### src/rf_pkg.sv
`default_nettype none

package rf_pkg;

  //////////////////////////////////////////////////////////////////////
  // default sizes
  //////////////////////////////////////////////////////////////////////

  localparam int DEF_DATA_WIDTH   = 8;
  localparam int DEF_ADDR_BITS    = 6;
  localparam int DEF_NUM_WR_PORTS = 2;
  localparam int DEF_NUM_RD_PORTS = 2;
  localparam int DEF_PRED_BITS    = 2;
  // legal range is 1 to ADDR_BITS
  localparam int DEF_READ_DELAY   = 2;

  //////////////////////////////////////////////////////////////////////
  // derived widths
  //////////////////////////////////////////////////////////////////////

  // full groups give 2**pred_bits lines, a short last group 2**rem
  function automatic int num_pred_lines(input int addr_bits, input int pred_bits);
    int full_groups;
    int rem_bits;
    full_groups = addr_bits / pred_bits;
    rem_bits    = addr_bits % pred_bits;
    num_pred_lines = full_groups * (1 << pred_bits);
    if (rem_bits != 0) begin
      num_pred_lines += (1 << rem_bits);
    end
  endfunction

  // a single port still gets a one bit index
  function automatic int port_idx_bits(input int num_ports);
    return (num_ports > 1) ? $clog2(num_ports) : 1;
  endfunction

endpackage

`default_nettype wire
### src/wr_port_arbiter.sv
`timescale 1ns/1ps
`default_nettype none

module wr_port_arbiter #(
  parameter int ADDR_BITS    = 6,
  parameter int NUM_WR_PORTS = 2
) (
  input  logic [NUM_WR_PORTS*(1 << ADDR_BITS)-1:0]                         word_lines_all,
  output logic [(1 << ADDR_BITS)-1:0]                                      row_load,
  output logic [(1 << ADDR_BITS)*rf_pkg::port_idx_bits(NUM_WR_PORTS)-1:0]  row_port
);

  import rf_pkg::*;

  localparam int NUM_ROWS = 1 << ADDR_BITS;
  localparam int IDX_BITS = port_idx_bits(NUM_WR_PORTS);

  // ascending scan, so the highest port on a row wins
  always_comb begin
    for (int r = 0; r < NUM_ROWS; r++) begin
      row_load[r] = 1'b0;
      row_port[r*IDX_BITS +: IDX_BITS] = '0;
      for (int p = 0; p < NUM_WR_PORTS; p++) begin
        if (word_lines_all[p*NUM_ROWS + r]) begin
          row_load[r] = 1'b1;
          row_port[r*IDX_BITS +: IDX_BITS] = IDX_BITS'(p);
        end
      end
    end
  end

  // the port named for a loaded row really addresses that row
  for (genvar r = 0; r < NUM_ROWS; r++) begin : g_chk
    always_comb begin
      if (row_load[r] === 1'b1) begin
        assert final (word_lines_all[row_port[r*IDX_BITS +: IDX_BITS]*NUM_ROWS + r])
          else $error("row %0d loads from a port that does not write it", r);
      end
    end
  end

endmodule

`default_nettype wire

### config.mk
export PLATFORM = sky130hd
export DESIGN_NAME = wr_port_arbiter
export DESIGN_NICKNAME = d
export VERILOG_FILES = /design/src/rf_pkg.sv /design/src/wr_port_arbiter.sv
export SDC_FILE = /design/constraint.sdc
export NUM_CORES = 1
export LEC_CHECK = 0
export BUFFER_PORTS_ARGS = -buffer_cell sky130_fd_sc_hd__clkbuf_2
export CAP_MARGIN = 10
export CORE_AREA = 4 4 98 100
export DETAILED_ROUTE_END_ITERATION = 8
export DIE_AREA = 0 0 102 104
export PLACE_DENSITY_LB_ADDON = 0.25
export SETUP_SLACK_MARGIN = 0.02
export SYNTH_ARGS = -nofsm -noshare
export SYNTH_HDL_FRONTEND = slang
export SYNTH_SLANG_ARGS = --single-unit
### constraint.sdc
create_clock -name vclk -period 0.8
set_input_delay 0.04 -clock vclk [all_inputs]
set_output_delay 0.04 -clock vclk [all_outputs]
set_load 0.005 [all_outputs]
==> impl_metrics.toml, run 1 <==
[outcome]
status = "finished, final reports clean"

[layout]
nets = 450
nFlopsAndLatches = 0
drive_gt1_frac = 0.8000
seqCellArea_um2 = 0
multi_input_area_um2 = 400.4
fin_cells = 428
clkbuf_count = 0
area_growth_pct = 106.2
fillers = 1018
antennaDiodeCount = 0

[floorplanning]
die_w_um = 102
die_y_um = 104
dieArea_um2 = 10610
core_um2 = 8678
start_util = 0.1015
ioPinCount = 256
rows = 34

[clocking]
hold_buffers = 0
cts_setup_buffers = 0
cts_resized = 0

[pwr]
irDropWorstVdd_uv = 152.0
p_leak_uw = 0.001166
p_per_area_nw_per_um2 = 448.0

[placed_design]
port_buffers = 256
dp_cells = 428
dpl_worst_slack_ns = 0.2772
routabilityCongestion = 0.7052

[setup_path]
crit_type = "primary input to output pin"
cp.required_ns = 0.76
endpoint_kind = "output pin"
crit_path_start_kind = "primary input"
worstPathArrival_ns = 0.49
crit_fanout = 2

[logic_synthesis]
yosys.area_share.simple = 0.4545
yosysSeqAreaShare = 0
synth_top_family_by_area = "buffers and inverters"
synth_cell_types = 2
muxShareOfSynthArea = 0
synth.cell_area_um2 = 880.8
synthAdderAreaFrac = 0
ys_warn_count = 0
syn_nets = 256
synth_compound_area_frac = 0
synth_xor_area_frac = 0
synthCells = 128
avgSynthCellArea_um2 = 6.882

[run]
timing.max_cap.violations = 0

[detailed_routing]
routedWlPerCell_um = 10.15
dr.pass1.iters = 4
drc = 0
first_iter_violations = 16
postRouteWirelength_um = 4345
ant_nets = 0
vias = 1466
via_per_inst = 3.425

[grt]
grt_pass1_wl_um = 5899
track_usage = 0.06632
antenna_found_initial = 2
grt_max_degree = 3
grt_pass1_vias = 1391
grt-ovfl-total = 0

[sta]
relSlewSlack = 0.9435
fin_crit_sh = 0.6593
worstMarginPinSlew_ns = 0.08468
slew_violations = 0
grt_setup_unrepaired = "false"
finalSetupTns_ns = 0
hold_ws_ns = 0.2605
layout_setup_ws_ns = 0.2726
setup_viol = 0
fin_crit_ns = 0.5275
max_freq_mhz = 1896
hold_viol = 0

[hold_path]
hp-class = "primary input to output pin"
-- cells by family after synthesis --
logic type    count (synthesis)
buf+inv                      64
simple gates                 64
-- path summary, 6_finish.rpt --
path              slack [ns]            to          startpoint  cells past startpoint
setup / recovery        0.27  row_load[11]  word_lines_all[75]                      3
hold / removal          0.26  row_port[20]  word_lines_all[84]                      2
-- routing by layer --
| layer | vias up | routed length (um) | global-route usage | part of all wire |
|---|---|---|---|---|
| met3 | 4 | 833 | 0.02280 | 0.19 |
| met2 | 148 | 2328 | 0.1444 | 0.54 |
| met1 | 593 | 1157 | 0.05849 | 0.27 |
| met5 | - | 20 | 0 | 0.0046 |
| met4 | 4 | 4 | 0 | 0.00092 |
| li1 | 717 | - | - | - |
-- cell type report --
type	count	area share
well taps	108	0.07438
repair buffers	256	0.7052
multi-input cells	64	0.2204
-- stage by stage --
stage / total power, uW / util / cell area (um2)
2_1_floorplan: 402.5 / - / 880.8
3_3_place_gp: 834.2 / 0.2093 / 1817
3_5_place_dp: 833.6 / 0.2093 / 1817
4_1_cts: 837.0 / 0.2093 / 1817
5_1_grt: 914.9 / 0.2093 / 1817
6_report: 813.9 / 0.2093 / 1817
-- cells in the final DEF (no fill, tap or decap) --
| master | count |
|---|---|
| clkbuf_2 | 256 |
| or2_1 | 64 |
-- critical path: stages --
cell      delay, ns
clkbuf_2       0.08
or2_1          0.24
clkbuf_2       0.12
-- power breakdown --
group          total, uW  switching (uW)  leakage, uW  internal, uW
logic                814             309      0.00117           505
clock network          0               0            0             0
registers              0               0            0             0
total                814             309      0.00117           505
-- Yosys cell counts --
cell	count	share of area
or2_1	64	0.45
buf_4	64	0.55
Note: power is estimated with default switching activity, not from simulation.
==> run 2: changes to the inputs <==
--- a/config.mk
+++ b/config.mk
@@ -5,11 +5,12 @@
 export SDC_FILE = /design/constraint.sdc
 export NUM_CORES = 1
 export LEC_CHECK = 0
+export ABC_AREA = 1
 export BUFFER_PORTS_ARGS = -buffer_cell sky130_fd_sc_hd__clkbuf_2
 export CAP_MARGIN = 10
-export CORE_AREA = 4 4 98 100
+export CORE_AREA = 4 4 96 98
 export DETAILED_ROUTE_END_ITERATION = 8
-export DIE_AREA = 0 0 102 104
+export DIE_AREA = 0 0 100 102
 export PLACE_DENSITY_LB_ADDON = 0.25
 export SETUP_SLACK_MARGIN = 0.02
 export SYNTH_ARGS = -nofsm -noshare
==> run 2 against run 1 <==
Net effect: global-route usage decreased by 0.29 points; non-clock buffer count stayed put; routed wire length shrank 2.1%; setup slack better by 0.15 ns; synthesized area grew 36%; combinational power rose by 12%; via count rose by 22%; sequential share of layout area is the same; cell area grew 18%; critical path type unchanged; critical endpoint is now row_load[18].
==> impl_metrics.toml, run 2 <==
[outcome]
status = "finished, final reports clean"

[sta]
finalSetupTns_ns = 0
grt_setup_unrepaired = "false"
layout_setup_ws_ns = 0.4228
hold_viol = 0
setup_viol = 0
slew_violations = 0
worstMarginPinSlew_ns = 0.07104
relSlewSlack = 0.9525
max_freq_mhz = 2651
fin_crit_sh = 0.4715
fin_crit_ns = 0.3772

[grt]
antenna_found_initial = 0
track_usage = 0.06346
grt_max_degree = 3
grt_pass1_wl_um = 5651
grt-ovfl-total = 0
grt_pass1_vias = 1431

[logic_synthesis]
synth_cell_types = 3
avgSynthCellArea_um2 = 4.692
synth.cell_area_um2 = 1201
synthCells = 256
synth_common_cells = "128 x inv_1, 64 x buf_4, 64 x nand2_1"
syn_nets = 384
yosysTopAreaCell = "buf_4"
synth_top_area_frac = 0.4000
synth_area_leaders = "buf_4 40%, inv_1 40%, nand2_1 20%"
ys_warn_count = 0
yosysSeqAreaShare = 0
yosysMostFrequentCell = "inv_1"

[setup_path]
cp.required_ns = 0.76
cp_common_cell = "clkbuf_2"
crit_chain = "clkbuf_2 > inv_1 > nand2_1 > clkbuf_2"
crit_type = "primary input to output pin"
path_delay_family = "buffers and inverters"
crit_fanout = 2
crit_path_start_kind = "primary input"
critPathBufInv = 3
worstPathArrival_ns = 0.34
endpoint_kind = "output pin"
cp_slowest_cell = "clkbuf_2"
max_stage_delay_ns = 0.11

[layout]
final_cell_mix = "256 x clkbuf_2, 128 x inv_1, 64 x nand2_1"
fillers = 1008
fin_cells = 556
clkbuf_count = 0
seqCellArea_um2 = 0
final_common_cell = "clkbuf_2"
nFlopsAndLatches = 0
drive_gt1_frac = 0.5714
design_area_um2 = 2137
antennaDiodeCount = 0
nets = 578
area_growth_pct = 77.92

[run]
timing.max_cap.violations = 0

[detailed_routing]
postRouteWirelength_um = 4253
ant_nets = 0
routedWlPerCell_um = 7.649
via_per_inst = 3.214
first_iter_violations = 14
drc = 0
vias = 1787
dr.pass1.iters = 2

[pwr]
p_leak_uw = 0.001865
p_per_area_nw_per_um2 = 426.1
irDropWorstVdd_uv = 136.6
total_power_uw = 910.6

[floorplanning]
dieArea_um2 = 10200
core_um2 = 8466
die_y_um = 102
die_w_um = 100
ioPinCount = 256
start_util = 0.1419
rows = 34

[clocking]
cts_resized = 0
cts_setup_buffers = 0
hold_buffers = 0

[placed_design]
dp_hpwl_um = 4275
dpl_worst_slack_ns = 0.4057
placedInstanceArea_um2 = 2137
dp_cells = 556
port_buffers = 256
routabilityCongestion = 0.7444

[hold_path]
hp-class = "primary input to output pin"
==> run 2: area by class of cell <==
cell class         instances  area (um2)  area share
well taps                108       135.1     0.06323
multi-input cells         64       240.2      0.1124
inverters                128       480.5      0.2248
repair buffers           256        1281      0.5995
==> run 2: worst paths after layout <==
check | startpoint | endpoint | depth (start not counted)
worst max-delay path | word_lines_all[82] | row_load[18] | 4
worst min-delay path | word_lines_all[76] | row_port[12] | 2
==> run 2: report_power, final <==
part | internal [uW] | total (uW) | switching, uW
clock network | 0 | 0 | 0
registers | 0 | 0 | 0
logic | 511 | 911 | 400
==> run 2: stage by stage <==
step / utilization / hold slack [ns]
after detailed placement: 0.2524 / 0.2672
after global placement: 0.2524 / 0.2677
after floorplan: - / 0.1526
after CTS: 0.2524 / 0.2677
final: 0.2524 / 0.2646
after global routing: 0.2524 / 0.2730
==> run 2: layer usage <==
metal	global-route usage	up-vias	wire length (um)
met2	0.1467	133	2423
met3	0.008874	0	687
met5	0	-	0
li1	-	982	-
met4	0	0	0
met1	0.06024	672	1141
==> run 2: cells by family after synthesis <==
kind of cell | Yosys count | synth area share
AND/OR/NAND/NOR | 64 | 0.2000
buffers and inverters | 192 | 0.8000
