`src/rf_pkg.sv`:
```
`default_nettype none

package rf_pkg;

  //////////////////////////////////////////////////////////////////////
  // default sizes
  //////////////////////////////////////////////////////////////////////

  localparam int DEF_DATA_WIDTH   = 8;
  localparam int DEF_ADDR_BITS    = 6;
  localparam int DEF_NUM_WR_PORTS = 2;
  localparam int DEF_NUM_RD_PORTS = 2;
  localparam int DEF_PRED_BITS    = 2;
  // legal range is 1 to ADDR_BITS
  localparam int DEF_READ_DELAY   = 2;

  //////////////////////////////////////////////////////////////////////
  // derived widths
  //////////////////////////////////////////////////////////////////////

  // full groups give 2**pred_bits lines, a short last group 2**rem
  function automatic int num_pred_lines(input int addr_bits, input int pred_bits);
    int full_groups;
    int rem_bits;
    full_groups = addr_bits / pred_bits;
    rem_bits    = addr_bits % pred_bits;
    num_pred_lines = full_groups * (1 << pred_bits);
    if (rem_bits != 0) begin
      num_pred_lines += (1 << rem_bits);
    end
  endfunction

  // a single port still gets a one bit index
  function automatic int port_idx_bits(input int num_ports);
    return (num_ports > 1) ? $clog2(num_ports) : 1;
  endfunction

endpackage

`default_nettype wire
```
`src/rf_storage_array.sv`:
```
`timescale 1ns/1ps
`default_nettype none

module rf_storage_array #(
  parameter int DATA_WIDTH   = 8,
  parameter int ADDR_BITS    = 6,
  parameter int NUM_WR_PORTS = 2
) (
  input  logic                                                             clk,
  input  logic [NUM_WR_PORTS*DATA_WIDTH-1:0]                               wr_data_all,
  input  logic [(1 << ADDR_BITS)-1:0]                                      row_load,
  input  logic [(1 << ADDR_BITS)*rf_pkg::port_idx_bits(NUM_WR_PORTS)-1:0]  row_port,
  output logic [(1 << ADDR_BITS)*DATA_WIDTH-1:0]                           mem_rows
);

  import rf_pkg::*;

  localparam int NUM_ROWS = 1 << ADDR_BITS;
  localparam int IDX_BITS = port_idx_bits(NUM_WR_PORTS);

  //////////////////////////////////////////////////////////////////////
  // one register per row
  //////////////////////////////////////////////////////////////////////

  for (genvar r = 0; r < NUM_ROWS; r++) begin : g_row
    logic [IDX_BITS-1:0]   sel;
    logic [DATA_WIDTH-1:0] row_d;
    logic [DATA_WIDTH-1:0] row_q;

    assign sel   = row_port[r*IDX_BITS +: IDX_BITS];
    // write data mux for this row
    assign row_d = wr_data_all[sel*DATA_WIDTH +: DATA_WIDTH];

    always_ff @(posedge clk) begin
      if (row_load[r]) begin
        row_q <= row_d;
      end
    end

    assign mem_rows[r*DATA_WIDTH +: DATA_WIDTH] = row_q;
  end

endmodule

`default_nettype wire

```
`config.mk`:
```
export PLATFORM = sky130hd
export DESIGN_NAME = rf_storage_array
export DESIGN_NICKNAME = d
export VERILOG_FILES = /design/src/rf_pkg.sv /design/src/rf_storage_array.sv
export SDC_FILE = /design/constraint.sdc
export NUM_CORES = 1
export LEC_CHECK = 0
export ABC_AREA = 1
export BUFFER_PORTS_ARGS = -buffer_cell sky130_fd_sc_hd__buf_4
export CAP_MARGIN = 20
export CORE_AREA = 3 3 256 258
export CTS_CLUSTER_DIAMETER = 60
export CTS_CLUSTER_SIZE = 28
export DETAILED_ROUTE_END_ITERATION = 7
export DIE_AREA = 0 0 259 261
export HOLD_SLACK_MARGIN = 0.08
export PLACE_DENSITY = 0.58
export SLEW_MARGIN = 20
export SYNTH_ARGS = -nofsm -noshare
export SYNTH_HDL_FRONTEND = slang
export SYNTH_SLANG_ARGS = --single-unit
```
`constraint.sdc`:
```
create_clock -name clk -period 0.8 [get_ports clk]
set_input_delay 0.04 -clock clk [delete_from_list [all_inputs] [get_ports clk]]
set_output_delay 0.04 -clock clk [all_outputs]
set_load 0.02 [all_outputs]
```
==> out/metrics.csv, run 1 <==
metric,value,unit
status,"complete, but fails checks",
violations,setup timing,
top_regs,g_row.row_q: 512 flops,
synth_ff_type,edfxtp_1,
whs,248,ps
diodes,0,
syn_area,23300,sq um
final_core_utilization,52.8,%
cts_sinks,512,
crit_end,mem_rows[168],
powerDensity,2200,nW/um^2
first_pass_iters,5,
clk_pin_slew,100,ps
cpMaxStageDelayCell,edfxtp_1,
die-area,67600,sq um
critPathMaxStageDelay,510,ps
cts.path.max_buffers,3,
hp-class,in2reg,
top_register,g_row.row_q,
cp_max_fo,1,
async_flop_share,0,%
drive_gt1_share,28.0,%
antenna_found_initial,1,
die_h,261,um
num_vias,18907,
setup-violations-final,516,
area_growth_syn_to_layout,43.0,%
cts_inserted_buffers,46,
drv_cap,0,
port-buffer-count,656,
yosys-top-cells-count,"1536 x nand2_1, 512 x edfxtp_1, 168 x buf_6",
fp.dieW,259,um
crit_path_start,g_row[21].row_q[0]$_DFFE_PP_,
synth_cell_types,7,
critPathKind,reg2out,
crit_path_end_kind,primary output,
layoutNonFillerInstCount,3892,
yosys_warnings,0,
synth_top_area_share,65.9,%
synth-seq-area-share,65.9,%
final.setup.tns,-202690,ps
synth.mux.area_fraction,0,%
synth_compound_area_share,0,%
synth_cells,2288,
post-route-drc-count,0,
cp_data_required_time,760,ps
num-fill-cells,5319,
largest_register_ffs,512,
synthXorXnorAreaFrac,0,%
synth_top_cell_by_area,edfxtp_1,
viasPerCell,4.86,
nNetsFinal,3155,
relSlewSlack,82.0,%
postSynthAreaPerCell,10.2,sq um
drt_iter0_drc,1692,
synth-edff-count,512,
rsz0062_at_grt,true,
cp.depth,1,
total_power,73600,uW
dp.cells,3662,
wl_per_cell,22.4,um
post-cts-setup-buffers,0,
coreArea,63200,sq um
yosys-top-cells-area,"edfxtp_1 66%, nand2_1 25%, buf_6 8.1%",
yosysMostFrequentCell,nand2_1,
post-route-period-util,165,%
drv_slew,0,
ys_ff_latch,512,
period_needed,1320,ps
hold_violations,0,
p_leak,0.0154,uW
grt.total_usage,24.6,%
synth_top_family_by_area,simple AND/OR/NAND/NOR gates,
fmax,0.756,GHz
place_hpwl,60.0,mm
path_cells,buf_6,
synth_nets,2433,
grt_pass1_vias,18509,
fp-row-count,92,
postRouteAntennaNets,0,
synth_fa_ha_area_share,0,%
arrival,1280,ps
peakVddDrop,1.35,mV
worst_slew_pin_slew,270,ps
synthSimpleGateAreaFrac,24.7,%
gp_congestion,0.874,
grt_start_max_net_pins,39,
cts_tree,yes,
floorplan.initialDensity,36.9,%
grt_pass1_wl,123,mm
ios,657,
clockRootBuffer,clkbuf_16,
path_buf_inv,1,
wl,87.1,mm
cp-start-kind,register,
htreeDepth,2,
critPathTopFamily,flip-flops,
overflow,0,
fin_ws,-523,ps
-- cell usage in the layout (no fill, tap or decap) --
cell type	count
clkinv_8	6
buf_16	2
bufinv_16	1
inv_8	8
inv_6	4
dlygate4sd3_1	144
inv_12	5
clkinv_2	1
buf_4	146
nand2_2	2
nand2_1	1534
clkinv_4	2
clkbuf_16	48
edfxtp_1	512
clkinvlp_4	4
clkinv_1	2
inv_2	64
buf_6	514
clkinv_16	1
inv_16	4
buf_12	42
-- routing by layer --
layer / GRT usage [%] / up-vias / wire length [um]
met4: 9.22 / 2 / 3090
li1: - / 8665 / -
met1: 30.5 / 9041 / 32400
met2: 42.9 / 1031 / 44200
met3: 4.42 / 168 / 7270
met5: 0 / - / 13
-- cells by family (layout without fill, tap and decap cells) --
group | after synthesis | in the layout
buf+inv | 240 | 998
simple gates | 1536 | 1536
flops | 512 | 512
-- worst min-delay path by stage --
stage	from	endpoint	slack [ps]	depth (start not counted)
2_1_floorplan	row_load[0]	g_row[0].row_q[0]$_DFFE_PP_	150	0
3_3_place_gp	row_load[61]	g_row[61].row_q[3]$_DFFE_PP_	320	1
3_5_place_dp	row_load[57]	g_row[57].row_q[4]$_DFFE_PP_	320	1
4_1_cts	row_load[37]	g_row[37].row_q[1]$_DFFE_PP_	220	2
5_1_grt	row_load[24]	g_row[24].row_q[6]$_DFFE_PP_	240	2
6_report	row_load[24]	g_row[24].row_q[5]$_DFFE_PP_	250	2
-- repair_timing --
item	in CTS	in global routing
gates cloned	0	2
hold buffers	144	2
pin swaps	0	0
resized for setup	509	9
setup endpoints to repair	512	579
endpoints found under the hold margin	1024	61
-- power breakdown --
part	internal, uW	switching (uW)	leakage [uW]
registers	32500	1720	0.00499
logic	6580	8420	0.00963
clock network	12000	12400	0.000792
total	51100	22500	0.0154
-- area by class of cell --
type	count	area (sq um)	share of cell area, %
Sequential cell	512	15400	46.1
Timing Repair Buffer	850	9270	27.8
Multi-Input combinational cell	1536	5770	17.3
Clock buffer	46	1150	3.45
Tap cell	846	1060	3.17
Clock inverter	38	504	1.51
Inverter	64	240	0.720
-- metrics by stage --
stage                     instance area (sq um)  setup WS, ps
after floorplan                           23300           170
after global placement                    28300         -98.3
after detailed placement                  28300         -87.7
after CTS                                 33300          -601
after global routing                      33400          -587
final                                     33400          -523
Power figures use the tool's default switching activity.
==> run 2, diff against run 1 <==
MAX_ROUTING_LAYER = met4   (was unset)
==> run 2 against run 1 <==
  * Non-clock buffer count is the same
  * First-iteration DRC count shrank 4.6%
  * Clock power is essentially flat
  * Largest power group unchanged
  * Critical path type unchanged
  * Routed wire length is essentially flat
  * The run still ends with setup timing left
  * Combinational power is essentially flat
  * Sequential power is essentially flat
  * Highest routed layer is now met4
  * Largest cell class unchanged
==> out/metrics.csv, run 2 (synthesis gave the netlist of run 1 again) <==
metric,value,unit,change
status,"complete, but fails checks",,
violations,setup timing,,
relSlewSlack,81.5,%,-0.52 points
post-route-period-util,166,%,+0.43 points
drv_slew,0,,unchanged
num_vias,19038,,+0.69%
critPathKind,reg2out,,
grt_start_max_net_pins,39,,unchanged
min_from,row_load[24],,
powerDensity,2200,nW/um^2,about the same
place_hpwl,60.0,mm,unchanged
ios,657,,unchanged
final_common_cell,nand2_1,,
setup-violations-final,521,,+0.97%
place_area,28300,sq um,unchanged
cts.path.max_buffers,3,,unchanged
path_cells,buf_6,,
cp_data_required_time,760,ps,about the same
viasPerCell,4.89,,+0.62%
postRouteAntennaNets,0,,unchanged
overflow,0,,unchanged
path_buf_inv,1,,unchanged
crit_path_end_kind,primary output,,
first_pass_iters,8,,+3
clockRootBuffer,clkbuf_16,,
largest_register_ffs,512,,unchanged
peakVddDrop,1.34,mV,-0.40%
critPathTopFamily,flip-flops,,
p_switching,22400,uW,-0.22%
wl,87.1,mm,about the same
p_seq_share,46.6,%,about the same
grt.total_usage,25.3,%,+0.76 points
crit_path_start,g_row[28].row_q[1]$_DFFE_PP_,,
post-cts-setup-buffers,0,,unchanged
drive_gt1_share,28.0,%,unchanged
cp-start-kind,register,,
fin_ws,-526,ps,-3.40 ps
hold_violations,0,,unchanged
rsz0062_at_grt,true,,
top_register,g_row.row_q,,
p_int,51100,uW,about the same
wl_per_cell,22.4,um,about the same
cts_inserted_buffers,46,,unchanged
die_h,261,um,unchanged
p_comb_share,20.4,%,about the same
final_area,33400,sq um,about the same
antenna_found_initial,2,,+1
post-route-drc-count,0,,unchanged
pre_cts_ws,-87.7,ps,unchanged
nNetsFinal,3155,,unchanged
port-buffer-count,656,,unchanged
num-fill-cells,5319,,unchanged
cpMaxStageDelayCell,edfxtp_1,,
period_needed,1330,ps,+3.40 ps
cp_max_fo,1,,unchanged
min_path_cells,2,,unchanged
fmax,0.754,GHz,-0.26%
grt_pass1_vias,18499,,-0.054%
hp-class,in2reg,,
cts_tree,yes,,
die-area,67600,sq um,unchanged
final_cell_mix,"1534 x nand2_1, 514 x buf_6, 512 x edfxtp_1, 146 x buf_4, 144 x dlygate4sd3_1",,
cts_sinks,512,,unchanged
worst_slew_pin_slew,277,ps,+7.74 ps
p_leak,0.0154,uW,unchanged
fp.dieW,259,um,unchanged
top_regs,g_row.row_q: 512 flops,,
clk_pin_slew,90,ps,about the same
drv_cap,0,,unchanged
swShare,30.5,%,-0.047 points
gp_congestion,0.888,,+1.6%
arrival,1290,ps,about the same
area_growth_syn_to_layout,43.0,%,about the same
fp-row-count,92,,unchanged
drt_iter0_drc,1615,,-4.6%
critPathMaxStageDelay,510,ps,about the same
grt_pass1_wl,124,mm,about the same
coreArea,63200,sq um,unchanged
p_clk_share,33.0,%,about the same
cp.depth,1,,unchanged
floorplan.initialDensity,36.9,%,unchanged
htreeDepth,2,,unchanged
==> run 2: cell types whose count changed in the layout (fill, tap and decap cells not counted) <==
cell	previous run	this run
diode_2	0	3
==> run 2: power by group through the flow <==
stage	logic, uW	registers (uW)	clock network, uW
floorplan	3720	36900	0
detailed placement	12900	34400	0
global placement	12700	34400	0
finish	15000	34200	24300
global route	15900	34400	25700
CTS	15000	34300	24700
==> run 2: repair_timing <==
| action | CTS | global route |
|---|---|---|
| hold buffers | 144 | 2 |
| hold endpoints to repair | 1024 | 61 |
| resized for setup | 509 | 9 |
| gates cloned | 0 | 2 |
| setup endpoints to repair | 512 | 578 |
==> run 2: stage by stage <==
stage	cells	utilization, %	hold slack (ps)	setup TNS [ps]	power, uW
detailed placement	3662	44.7	322	-135	47300
global placement	3662	44.7	320	-151	47200
CTS	3890	52.7	219	-223760	73900
global route	3894	52.8	237	-224090	76000
floorplan	2288	-	152	0	40600
finish	3895	52.8	253	-202260	73500
==> run 2: final timing paths <==
path / end / slack, ps
max: mem_rows[225] / -530
min: g_row[24].row_q[0]$_DFFE_PP_ / 250
==> run 2: final cells by class <==
type	instances	area, sq um	share of cell area [%]
antenna	3	7.51	0.0225
inverter	64	240	0.720
clock inverter	38	504	1.51
tap	846	1060	3.17
timing repair buffer	850	9270	27.8
multi-input combinational	1536	5770	17.3
sequential	512	15400	46.1
clock buffer	46	1150	3.45
==> run 2: routing by layer <==
| layer | up-vias | global-route usage, % | wire length, um |
|---|---|---|---|
| li1 | 8677 | - | - |
| met1 | 9116 | 30.9 | 32500 |
| met2 | 1082 | 42.9 | 44200 |
| met3 | 163 | 3.85 | 7340 |
| met4 | 0 | 9.10 | 3080 |
| met5 | - | - | 0 |
